$ cat src/pool_macros.svh
`ifndef POOL_MACROS_SVH
`define POOL_MACROS_SVH

// feature value and descriptor word widths
`define POOL_DATA_W 8
`define POOL_WORD_W 32

// width of a row, channel or kernel count
`define POOL_DIM_W 8

// input feature ram
`define POOL_IN_DEPTH 1024
`define POOL_IN_AW 10

// descriptor ram, three words used
`define POOL_PARAM_DEPTH 8
`define POOL_PARAM_AW 3

// result fifo entries, also the number of windows in flight
`define POOL_FIFO_DEPTH 4

// consumer buffer size after reset
`define POOL_OUT_CREDITS 2

`endif

$ cat src/pool_data_pkg.sv
`default_nettype none

`include "pool_macros.svh"

package pool_data_pkg;

	// one signed feature value
	typedef logic signed [`POOL_DATA_W-1:0] pix_t;

	// input ram word address
	typedef logic [`POOL_IN_AW-1:0] in_addr_t;

	// position of a beat inside its window
	typedef struct packed {
		logic first;
		logic last;
	} fetch_tag_t;

	// one closed window
	typedef struct packed {
		pix_t value;
		logic last_of_layer;
	} result_t;

endpackage

`default_nettype wire

$ cat src/pool_result_port.sv
`default_nettype none

`include "pool_macros.svh"

module pool_result_port (
	input  wire                          clk,
	input  wire                          rst,
	input  wire                          start,
	input  wire                          res_valid,
	input  wire pool_data_pkg::result_t  res,
	input  wire                          out_credit,
	output logic                         out_valid,
	output pool_data_pkg::pix_t          out_data,
	output logic                         win_credit,
	output logic                         done
);

	import pool_data_pkg::*;

	// pointers wrap on their own since depth is a power of two
	localparam int PTR_W  = $clog2(`POOL_FIFO_DEPTH);
	localparam int CNT_W  = $clog2(`POOL_FIFO_DEPTH + 1);
	localparam int CRED_W = $clog2(`POOL_OUT_CREDITS + 1);

	result_t           fifo_mem [`POOL_FIFO_DEPTH];
	logic [PTR_W-1:0]  wr_ptr;
	logic [PTR_W-1:0]  rd_ptr;
	logic [CNT_W-1:0]  count;
	logic [CRED_W-1:0] credit;
	logic              pop;
	logic              out_last;
	result_t           head;

	assign head = fifo_mem[rd_ptr];

	// send only into free consumer buffer space
	assign pop = (count != '0) && (credit != '0);

	always_ff @(posedge clk) begin
		if (res_valid) begin
			fifo_mem[wr_ptr] <= res;
		end
	end

	always_ff @(posedge clk or negedge rst) begin
		if (!rst) begin
			wr_ptr     <= '0;
			rd_ptr     <= '0;
			count      <= '0;
			credit     <= CRED_W'(`POOL_OUT_CREDITS);
			out_valid  <= 1'b0;
			win_credit <= 1'b0;
		end else begin
			if (res_valid) begin
				wr_ptr <= wr_ptr + 1'b1;
			end
			if (pop) begin
				rd_ptr <= rd_ptr + 1'b1;
			end
			count      <= count + CNT_W'(res_valid) - CNT_W'(pop);
			credit     <= credit - CRED_W'(pop) + CRED_W'(out_credit);
			out_valid  <= pop;
			win_credit <= pop;
		end
	end

	always_ff @(posedge clk) begin
		if (pop) begin
			out_data <= head.value;
			out_last <= head.last_of_layer;
		end
	end

	// held until the next layer starts
	always_ff @(posedge clk or negedge rst) begin
		if (!rst) begin
			done <= 1'b0;
		end else if (start) begin
			done <= 1'b0;
		end else if (out_valid && out_last) begin
			done <= 1'b1;
		end
	end

	no_push_full: assert property (@(posedge clk) disable iff (!rst)
		res_valid |-> (count != CNT_W'(`POOL_FIFO_DEPTH)));

	// the consumer never returns more credits than it was given
	credit_in_range: assert property (@(posedge clk) disable iff (!rst)
		credit <= CRED_W'(`POOL_OUT_CREDITS));

endmodule

`default_nettype wire

$ cat config.mk
export PLATFORM = sky130hd
export DESIGN_NAME = pool_result_port
export DESIGN_NICKNAME = d
export VERILOG_FILES = /design/src/pool_data_pkg.sv /design/src/pool_result_port.sv
export VERILOG_INCLUDE_DIRS = /design/src
export SDC_FILE = /design/constraint.sdc
export NUM_CORES = 1
export LEC_CHECK = 0
export BUFFER_PORTS_ARGS = -buffer_cell sky130_fd_sc_hd__buf_2
export CAP_MARGIN = 20
export CORE_UTILIZATION = 35
export DETAILED_ROUTE_END_ITERATION = 8
export PLACE_DENSITY_LB_ADDON = 0.3
export SYNTH_ARGS = -nofsm -noshare
export SYNTH_HDL_FRONTEND = slang
export SYNTH_SLANG_ARGS = --single-unit
$ cat constraint.sdc
create_clock -name clk -period 2.34 [get_ports clk]
set_input_delay 0 -clock clk [delete_from_list [all_inputs] [get_ports clk]]
set_output_delay 0 -clock clk [all_outputs]
set_load 0.05 [all_outputs]
==> impl_metrics.toml, run 1 <==
[status]
status = "completed"

[yosys]
yosysMostFrequentCell = "edfxtp_1"
async_flop_share_pct = 19.64
yosysWarnings = 0
synth_top_area_share_pct = 63.57
yosysUniqueCellTypes = 22
synth_ff_type = "edfxtp_1"
synth-edff-count = 45
synth_top_area_cell = "edfxtp_1"
yosysSeqAreaShare_pct = 76.57
synth_area_mm2 = 0.002126
ys_seq_elements = 56
synth_nets = 123
synth_area_leaders = "edfxtp_1 64%, dfrtp_1 12%, mux4_2 8.5%"
synthCells = 102
syn_avg_cell_area_um2 = 20.84
yosys-top-cells-count = "45 x edfxtp_1, 10 x dfrtp_1, 8 x mux4_2, 6 x ha_1"

[route]
wl_per_cell_um = 15.74
dr.first_iter.drc_count = 35
drt_first_pass_iters = 4
viasPerCell = 4.620
drt_wl_total_mm = 3.478
vias = 1021
ant_nets = 0
drc_errors = 0

[cells_and_area]
area_delta_synth_final_pct = 21.72
num-nets-final = 166
final_layout_size_suffix_gt1_share_pct = 30.14
finish.utilization_pct = 43.96
diodes = 0

[global_route]
grt_max_degree = 17
antenna_found_initial = 0
gr-total-overflow = 0
grt_pass1_vias = 1105
grt_pass1_wl_mm = 5.520
gr-usage-all-layers_pct = 12.30

[hold_path]
min_path_type = "input pin to asynchronous set/reset pin"

[worst_setup_path]
path_class = "flip-flop to flip-flop"
worst_ep_required_time_ps = 2560
cp.arrival_ps = 2280
path_cells = "o32a_4 > nand2_1 > o31ai_1 > ha_1 > fa_1 > xor2_1 > xnor2_1"
crit_slowest_cell = "dfrtp_1"
crit_path_max_fanout = 3
startpoint_type = "flip-flop"
worst-path-buf-inv = 0
critPathTopFamily = "adder cells"
cp-end-kind = "flip-flop"
critPathMaxStageDelay_ps = 430

[sta]
layout_min_cycle_time_ps = 2059
max_slew_margin_pct = 65.48
skew_ps = 2.673
post-route-period-util_pct = 88.00
worstMarginPinSlew_ps = 517.9
setup-violations-final = 0
tns_ps = 0
rsz0062_at_grt = "no"
hold_viol_final = 0
fmax_mhz = 485.6
slew_violations = 0

[floorplan]
pin_count = 25
start_util_pct = 36.12
dieArea_mm2 = 0.006390
num_rows = 28
fp.dieH_um = 79.94
fp.coreArea_mm2 = 0.005886
die_w_um = 79.94

[clock_network]
clkSlewWorstSetupHoldPaths_ps = 90
root_buffer = "clkbuf_8"
cts_tree = "built"
clock_latency_ps = 300
ctsResizeCount = 0
numCtsBuffers = 5
cts.path.max_buffers = 2
cts_htree_levels = 2
cts.sinks = 56
post_cts_buffers = 0

[power_and_ir_drop]
power_switching_w = 0.001207
p_per_area_mw_per_mm2 = 1337
peakVddDrop_uv = 476.7
switching_share_pct = 34.90
clkPwrFrac_pct = 19.5
p_int_w = 0.002252
combPwrFrac_pct = 33.5
seqPwrFrac_pct = 47.0
power_leakage_nw = 0.9659

[placement]
place_hpwl_mm = 2.270
io_buffers = 24
gp_congestion = 0.7144

[flow_run]
drv_cap = 0
-- state kept, by name, indices dropped and copies added (netlist names) --
name	cells
out_last	1
out_data	8
fifo_mem	36
rd_ptr	2
credit	2
done	1
wr_ptr	2
win_credit	1
count	3
-- cell families (layout without fill, tap and decap cells) --
logic type / after synthesis / after routing / share of synthesized area [%]
flip-flops: 56 / 56 / 76.57
AND/OR/NAND/NOR: 11 / 11 / 2.589
XOR/XNOR: 6 / 6 / 2.472
multiplexers: 9 / 9 / 9.712
adder cells (fa/ha/maj): 7 / 7 / 4.473
AO/OA/AOI/OAI: 6 / 6 / 2.354
buffers and inverters: 7 / 51 / 1.824
-- area by class of cell --
cell class	count	area, um^2
Clock inverter	1	30.03
Inverter	4	15.01
Tap cell	75	93.84
Timing Repair Buffer	39	265.3
Multi-Input combinational cell	39	459.2
Sequential cell	56	1628
Clock buffer	7	96.34
Fill cell	510	3298
-- cell usage in the layout (no fill, tap or decap) --
cell | netlist | layout
edfxtp_1 | 45 | 45
buf_2 | 1 | 24
dlygate4sd3_1 | 0 | 13
dfrtp_1 | 10 | 10
mux4_2 | 8 | 8
clkbuf_8 | 0 | 7
ha_1 | 6 | 6
inv_1 | 4 | 4
nand2_1 | 4 | 4
and2_1 | 4 | 4
o21ai_0 | 3 | 3
xnor2_1 | 3 | 3
xor2_1 | 3 | 3
buf_4 | 1 | 2
o32a_4 | 1 | 1
nor3_1 | 1 | 1
o31ai_1 | 1 | 1
mux4_1 | 1 | 1
nand2b_1 | 1 | 1
a21oi_1 | 1 | 1
nor2_1 | 1 | 1
fa_1 | 1 | 1
bufinv_16 | 0 | 1
dfstp_2 | 1 | 1
-- worst paths after layout --
kind                             end     start  slack, ps  depth (start not counted)
setup / recovery            count[2]  count[2]        280                          7
hold reg to reg                 done      done        500                          2
max in group asynchronous  credit[1]       rst       1980                          2
min in group clk                done     start        370                          3
setup reg to reg            count[2]  count[2]        280                          7
hold / removal                  done       rst        100                          2
-- power by group through the flow --
stage | Sequential (W) | Clock [W] | Combinational (W)
2_1_floorplan | 0.00189 | 0 | 0.000623
3_3_place_gp | 0.00163 | 0 | 0.00111
3_5_place_dp | 0.00165 | 0 | 0.00116
4_1_cts | 0.00163 | 0.000695 | 0.00119
5_1_grt | 0.00167 | 0.000726 | 0.00126
6_report | 0.00163 | 0.000674 | 0.00116
-- repair_timing --
item | CTS | global route
endpoints found under the setup margin | 0 | 0
hold buffers | 13 | 0
endpoints found under the hold margin | 51 | 0
-- metal layers --
layer / GRT usage, % / wire, um / vias to the layer above
met1: 12.82 / 1338 / 518
met5: 0 / 0 / -
met4: 6.429 / 87 / 0
met3: 2.743 / 103 / 7
li1: - / - / 477
met2: 22.82 / 1948 / 19
-- metrics by stage --
stage	power [W]	worst slack, ps	instances	hold slack [ps]	cell area (um^2)
floorplan	0.002511	357.6	102	-295.6	2126
global placement	0.002740	426.8	200	-124.2	2331
detailed placement	0.002813	318.9	200	-113.4	2331
CTS	0.003514	256.7	221	82.13	2587
global route	0.003658	197.5	221	125.3	2587
finish	0.003459	280.8	221	97.80	2587
No activity file was read; power rests on OpenSTA's default activity.
==> run 2, diff against run 1 <==
Settings changed: ABC_AREA from default to 1.
==> run 2 against run 1 <==
  * Synthesized cell count is 50% higher
  * Hold slack lost 16 ps
  * Combinational power is 19% higher
  * Cell area is 0.73% higher
  * Non-clock buffer count up 1
  * Sequential power fell by 3%
  * First-iteration DRC count is 5.7% lower
  * Cell count is 22% higher
  * Global-route usage rose by 0.84 points
  * Worst setup slack improved by 250 ps
  * Die area up 3.9%
  * Critical endpoint unchanged
==> impl_metrics.toml, run 2 <==
[status]
status = "completed"

[power_and_ir_drop]
p_int_w = 0.002079
switching_share_pct = 40.29
power_switching_w = 0.001403
combPwrFrac_pct = 39.6
p_per_area_mw_per_mm2 = 1336
power_leakage_nw = 1.022
seqPwrFrac_pct = 45.3
clkPwrFrac_pct = 15.1
peakVddDrop_uv = 771.4

[route]
drt_wl_total_mm = 3.720
drt_first_pass_iters = 4
vias = 1227
drc_errors = 0
wl_per_cell_um = 13.78
dr.first_iter.drc_count = 33
viasPerCell = 4.544
ant_nets = 0

[yosys]
yosys-top-cells-count = "45 x edfxtp_1, 19 x nor2_1, 18 x o21ai_0, 12 x inv_1"
yosysWarnings = 0
synth_nets = 174
synth_ff_type = "edfxtp_1"
synth_top_area_share_pct = 61.12
synth_area_mm2 = 0.002211
yosysMostFrequentCell = "edfxtp_1"
synth_area_leaders = "edfxtp_1 61%, dfrtp_1 11%, o21ai_0 4.1%"
yosysUniqueCellTypes = 26
ys_seq_elements = 56
syn_avg_cell_area_um2 = 14.45
synth_top_area_cell = "edfxtp_1"
async_flop_share_pct = 19.64
synth-edff-count = 45
synthCells = 153
yosysSeqAreaShare_pct = 73.63

[clock_network]
ctsResizeCount = 0
root_buffer = "clkbuf_8"
cts_htree_levels = 2
cts.path.max_buffers = 2
clkSlewWorstSetupHoldPaths_ps = 90
cts_tree = "built"
cts.sinks = 56
cts_hold_buf = 13
post_cts_buffers = 0
clock_latency_ps = 310
numCtsBuffers = 5

[global_route]
gr-total-overflow = 0
grt_max_degree = 20
gr-usage-all-layers_pct = 13.14
antenna_found_initial = 0
grt_pass1_wl_mm = 6.223
grt_pass1_vias = 1259

[placement]
place_hpwl_mm = 2.355
dp_slack_ps = 533.6
io_buffers = 24
gp_congestion = 0.6774

[worst_setup_path]
path_cells = "nor2_2 > nand2_2 > o21ai_4 > xor2_1 > ha_1 > fa_1 > xnor2_1 > xor2_1"
r2r_start = "count[2]"
crit_slowest_cell = "dfrtp_1"
crit_start = "count[2]"
cp.arrival_ps = 2040
path_class = "flip-flop to flip-flop"
cp-end-kind = "flip-flop"
worst-path-buf-inv = 0
crit_path_max_fanout = 5
critPathMaxStageDelay_ps = 420
startpoint_type = "flip-flop"
critPathTopFamily = "adder cells"
worst_ep_required_time_ps = 2570
crit_top_cell = "xor2_1"

[sta]
skew_ps = 8.446
post-route-period-util_pct = 77.14
setup-violations-final = 0
rsz0062_at_grt = "no"
slew_violations = 0
max_slew_margin_pct = 71.62
tns_ps = 0
hold_viol_final = 0
fmax_mhz = 554.0
layout_min_cycle_time_ps = 1805
setup_ws_ps = 535.0
worstMarginPinSlew_ps = 425.2

[cells_and_area]
largest_register_ffs = 36
final_cell_mix = "45 x edfxtp_1, 24 x buf_2, 19 x nor2_1, 18 x o21ai_0, 13 x dlygate4sd3_1"
finish.utilization_pct = 43.50
mostFrequentLayoutCell = "edfxtp_1"
regMostFlops = "fifo_mem"
top_regs = "fifo_mem (36), out_data (8), count (3)"
diodes = 0
num-nets-final = 215
final_layout_size_suffix_gt1_share_pct = 21.54
area_delta_synth_final_pct = 17.88

[floorplan]
dieArea_mm2 = 0.006639
fp.dieH_um = 81.48
pin_count = 25
start_util_pct = 36.90
fp.coreArea_mm2 = 0.005991
die_w_um = 81.48
num_rows = 28

[hold_path]
min_path_type = "input pin to asynchronous set/reset pin"

[flow_run]
drv_cap = 0
-- run 2: cell count changes after synthesis, sizes merged, moves of 2 or more --
cell / before / now
nor2: 1 / 20
o21ai: 3 / 22
inv: 4 / 13
mux4: 9 / 0
o22ai: 0 / 9
nand2: 4 / 11
and2: 4 / 0
clkbuf: 0 / 2
nand3: 0 / 2
-- run 2: worst paths after layout --
| check | to | slack (ps) | cells after the start |
|---|---|---|---|
| max reg2reg | count[2] | 530 | 8 |
| max in group asynchronous | credit[1] | 2000 | 2 |
| max | count[2] | 530 | 8 |
| min reg2reg | done | 510 | 2 |
| min | credit[0] | 80 | 2 |
| min in group clk | done | 370 | 3 |
-- run 2: power by group through the flow --
stage / sequential (W) / clock, W / combinational, W
global placement: 0.00160 / 0 / 0.00137
finish: 0.00158 / 0.000527 / 0.00138
detailed placement: 0.00160 / 0 / 0.00139
global route: 0.00161 / 0.000580 / 0.00156
CTS: 0.00158 / 0.000552 / 0.00142
floorplan: 0.00191 / 0 / 0.000785
-- run 2: layout make-up --
| class | instances | area (um^2) |
|---|---|---|
| clock buffer | 5 | 68.82 |
| clock inverter | 3 | 22.52 |
| fill | 555 | 3385 |
| inverter | 13 | 48.80 |
| multi-input combinational | 78 | 471.7 |
| sequential | 56 | 1628 |
| tap | 75 | 93.84 |
| timing repair buffer | 40 | 272.8 |
-- run 2: kinds of logic after synthesis --
logic type	synth area share, %
flops	73.63
simple gates	5.943
compound gates	8.716
buf+inv	5.036
fa+ha+maj	4.301
xor+xnor	2.377
-- run 2: through the flow --
stage	instance area [um^2]	total power (W)	instances	hold WS, ps
after global routing	2606	0.003753	270	112.6
final	2606	0.003482	270	82.07
after CTS	2606	0.003552	270	91.94
after detailed placement	2385	0.002996	249	-107.9
after global placement	2385	0.002968	249	-119.1
after floorplan	2211	0.002694	153	-295.6
-- run 2: routing by layer --
metal	routed length (um)	GRT usage (%)	vias up
met3	139	3.667	4
met1	1619	16.95	586
met5	0	0	-
met4	49	4.643	0
met2	1910	21.17	24
li1	-	-	613
==> run 3, diff against run 2 <==
Clock period 2.34 ns to 1.85 ns, I/O delays scaled along.
==> run 3 against run 2 <==
  * Wire length up 4.5%
  * Worst setup slack worse by 430 ps
  * Largest cell class unchanged
  * First-iteration DRC count up 67%
  * Sequential power up 27%
  * Sequential share of layout area down 0.42 points
  * Core utilization up 0.29 points
  * Via count up 2.0%
  * Power up 28%
  * Maximum frequency up 3.6%
  * Cell area up 0.67%
==> impl_metrics.toml, run 3 (same netlist as run 2, synthesis figures left out) <==
[status]
status = "completed"

[floorplan]
pin_count = 25
die_w_um = 81.48
num_rows = 28
start_util_pct = 36.90
fp.dieH_um = 81.48
dieArea_mm2 = 0.006639
fp.coreArea_mm2 = 0.005991

[power_and_ir_drop]
power_leakage_nw = 1.030
peakVddDrop_uv = 963.8
p_per_area_mw_per_mm2 = 1705

[sta]
hold_viol_final = 0
max_slew_margin_pct = 69.29
holdWs_ps = 83.67
fmax_mhz = 574.0
rsz0062_at_grt = "no"
layout_min_cycle_time_ps = 1742
slew_violations = 0
skew_ps = 5.744
worstMarginPinSlew_ps = 460.1
setup-violations-final = 0
tns_ps = 0
post-route-period-util_pct = 94.18
setup_ws_ps = 107.7

[route]
dr.first_iter.drc_count = 55
wl_per_cell_um = 14.30
drt_wl_total_mm = 3.889
drc_errors = 0
viasPerCell = 4.599
drt_first_pass_iters = 4
ant_nets = 0
vias = 1251

[placement]
dp.cells = 249
place_hpwl_mm = 2.357
dp_slack_ps = 52.43
io_buffers = 24
gp_congestion = 0.6857

[global_route]
gr-usage-all-layers_pct = 12.87
antenna_found_initial = 0
gr-total-overflow = 0
grt_max_degree = 20
grt_pass1_vias = 1189
grt_pass1_wl_mm = 6.003

[worst_setup_path]
startpoint_type = "flip-flop"
crit_top_cell = "xor2_1"
path_class = "flip-flop to flip-flop"
worst_ep_required_time_ps = 2090
crit_path_max_fanout = 4
path_cells = "o21ai_4 > xor2_1 > ha_1 > fa_2 > xnor2_1 > xor2_1"
critPathTopFamily = "flip-flops"
cp.arrival_ps = 1980
critPathMaxStageDelay_ps = 590
worst-path-buf-inv = 0
cp-end-kind = "flip-flop"
crit_slowest_cell = "dfstp_2"

[hold_path]
min_path_type = "input pin to asynchronous set/reset pin"

[clock_network]
cts_tree = "built"
cts.sinks = 56
clkSlewWorstSetupHoldPaths_ps = 100
cts.path.max_buffers = 2
clock_latency_ps = 300
numCtsBuffers = 5
cts_htree_levels = 2
root_buffer = "clkbuf_8"

[cells_and_area]
num-nets-final = 217
regMostFlops = "fifo_mem"
area_delta_synth_final_pct = 18.68
num-fill-cells = 546
diodes = 0
multi_input_comb_area_um2 = 474.2
top_regs = "fifo_mem (36), out_data (8), count (3)"
seq_area_mm2 = 0.001628
largest_register_ffs = 36
mostFrequentLayoutCell = "edfxtp_1"
instances_no_fill = 272
final_cell_mix = "45 x edfxtp_1, 24 x buf_2, 19 x nor2_1, 18 x o21ai_0, 13 x dlygate4sd3_1"
final_layout_size_suffix_gt1_share_pct = 23.35

[flow_run]
drv_cap = 0
-- run 3: per-stage QoR --
stage	area, um^2	util [%]	power [W]
after floorplan	2211	-	0.003407
after global placement	2385	39.81	0.003745
after detailed placement	2385	39.81	0.003787
after CTS	2606	43.50	0.004481
after global routing	2624	43.80	0.004768
final	2624	43.80	0.004474
-- run 3: worst paths after layout --
check,startpoint,endpoint,slack [ps],depth (start not counted)
min in group clk,start,done,370,3
max reg2reg,credit[1],count[2],110,6
max in group asynchronous,rst,credit[1],1500,2
max,credit[1],count[2],110,6
min,rst,credit[0],80,2
min reg2reg,out_last,done,500,2
-- run 3: worst register-to-register path: stages (launching register included) --
cell and delay, ps:
dfstp_2 590, o21ai_4 60, xor2_1 140, ha_1 200, fa_2 340, xnor2_1 190, xor2_1 150
-- run 3: layer usage --
| metal | global-route usage [%] | vias to the layer above | wire (um) |
|---|---|---|---|
| met4 | 4.286 | 0 | 34 |
| li1 | - | 620 | - |
| met1 | 16.93 | 600 | 1786 |
| met2 | 20.67 | 27 | 1914 |
| met5 | 0 | - | 0 |
| met3 | 3.333 | 4 | 154 |
-- run 3: repair_timing --
action                                  CTS  global route
resized for setup                         0             2
hold buffers                             13             0
endpoints found under the setup margin    0             1
endpoints found under the hold margin    51             0
buffers inserted                          0             2
-- run 3: area by class of cell --
class | instances | share of cell area, %
inverter | 13 | 1.860
timing repair buffer | 42 | 10.97
tap | 75 | 3.577
clock buffer | 5 | 2.623
clock inverter | 3 | 0.8584
multi-input combinational | 78 | 18.07
sequential | 56 | 62.04
-- run 3: where the power goes --
group	switching, W	leakage [nW]	internal, W	total [W]
clock network	0.000389	0.0485	0.000272	0.000661
logic	0.00126	0.433	0.000550	0.00181
registers	0.000151	0.549	0.00185	0.00200
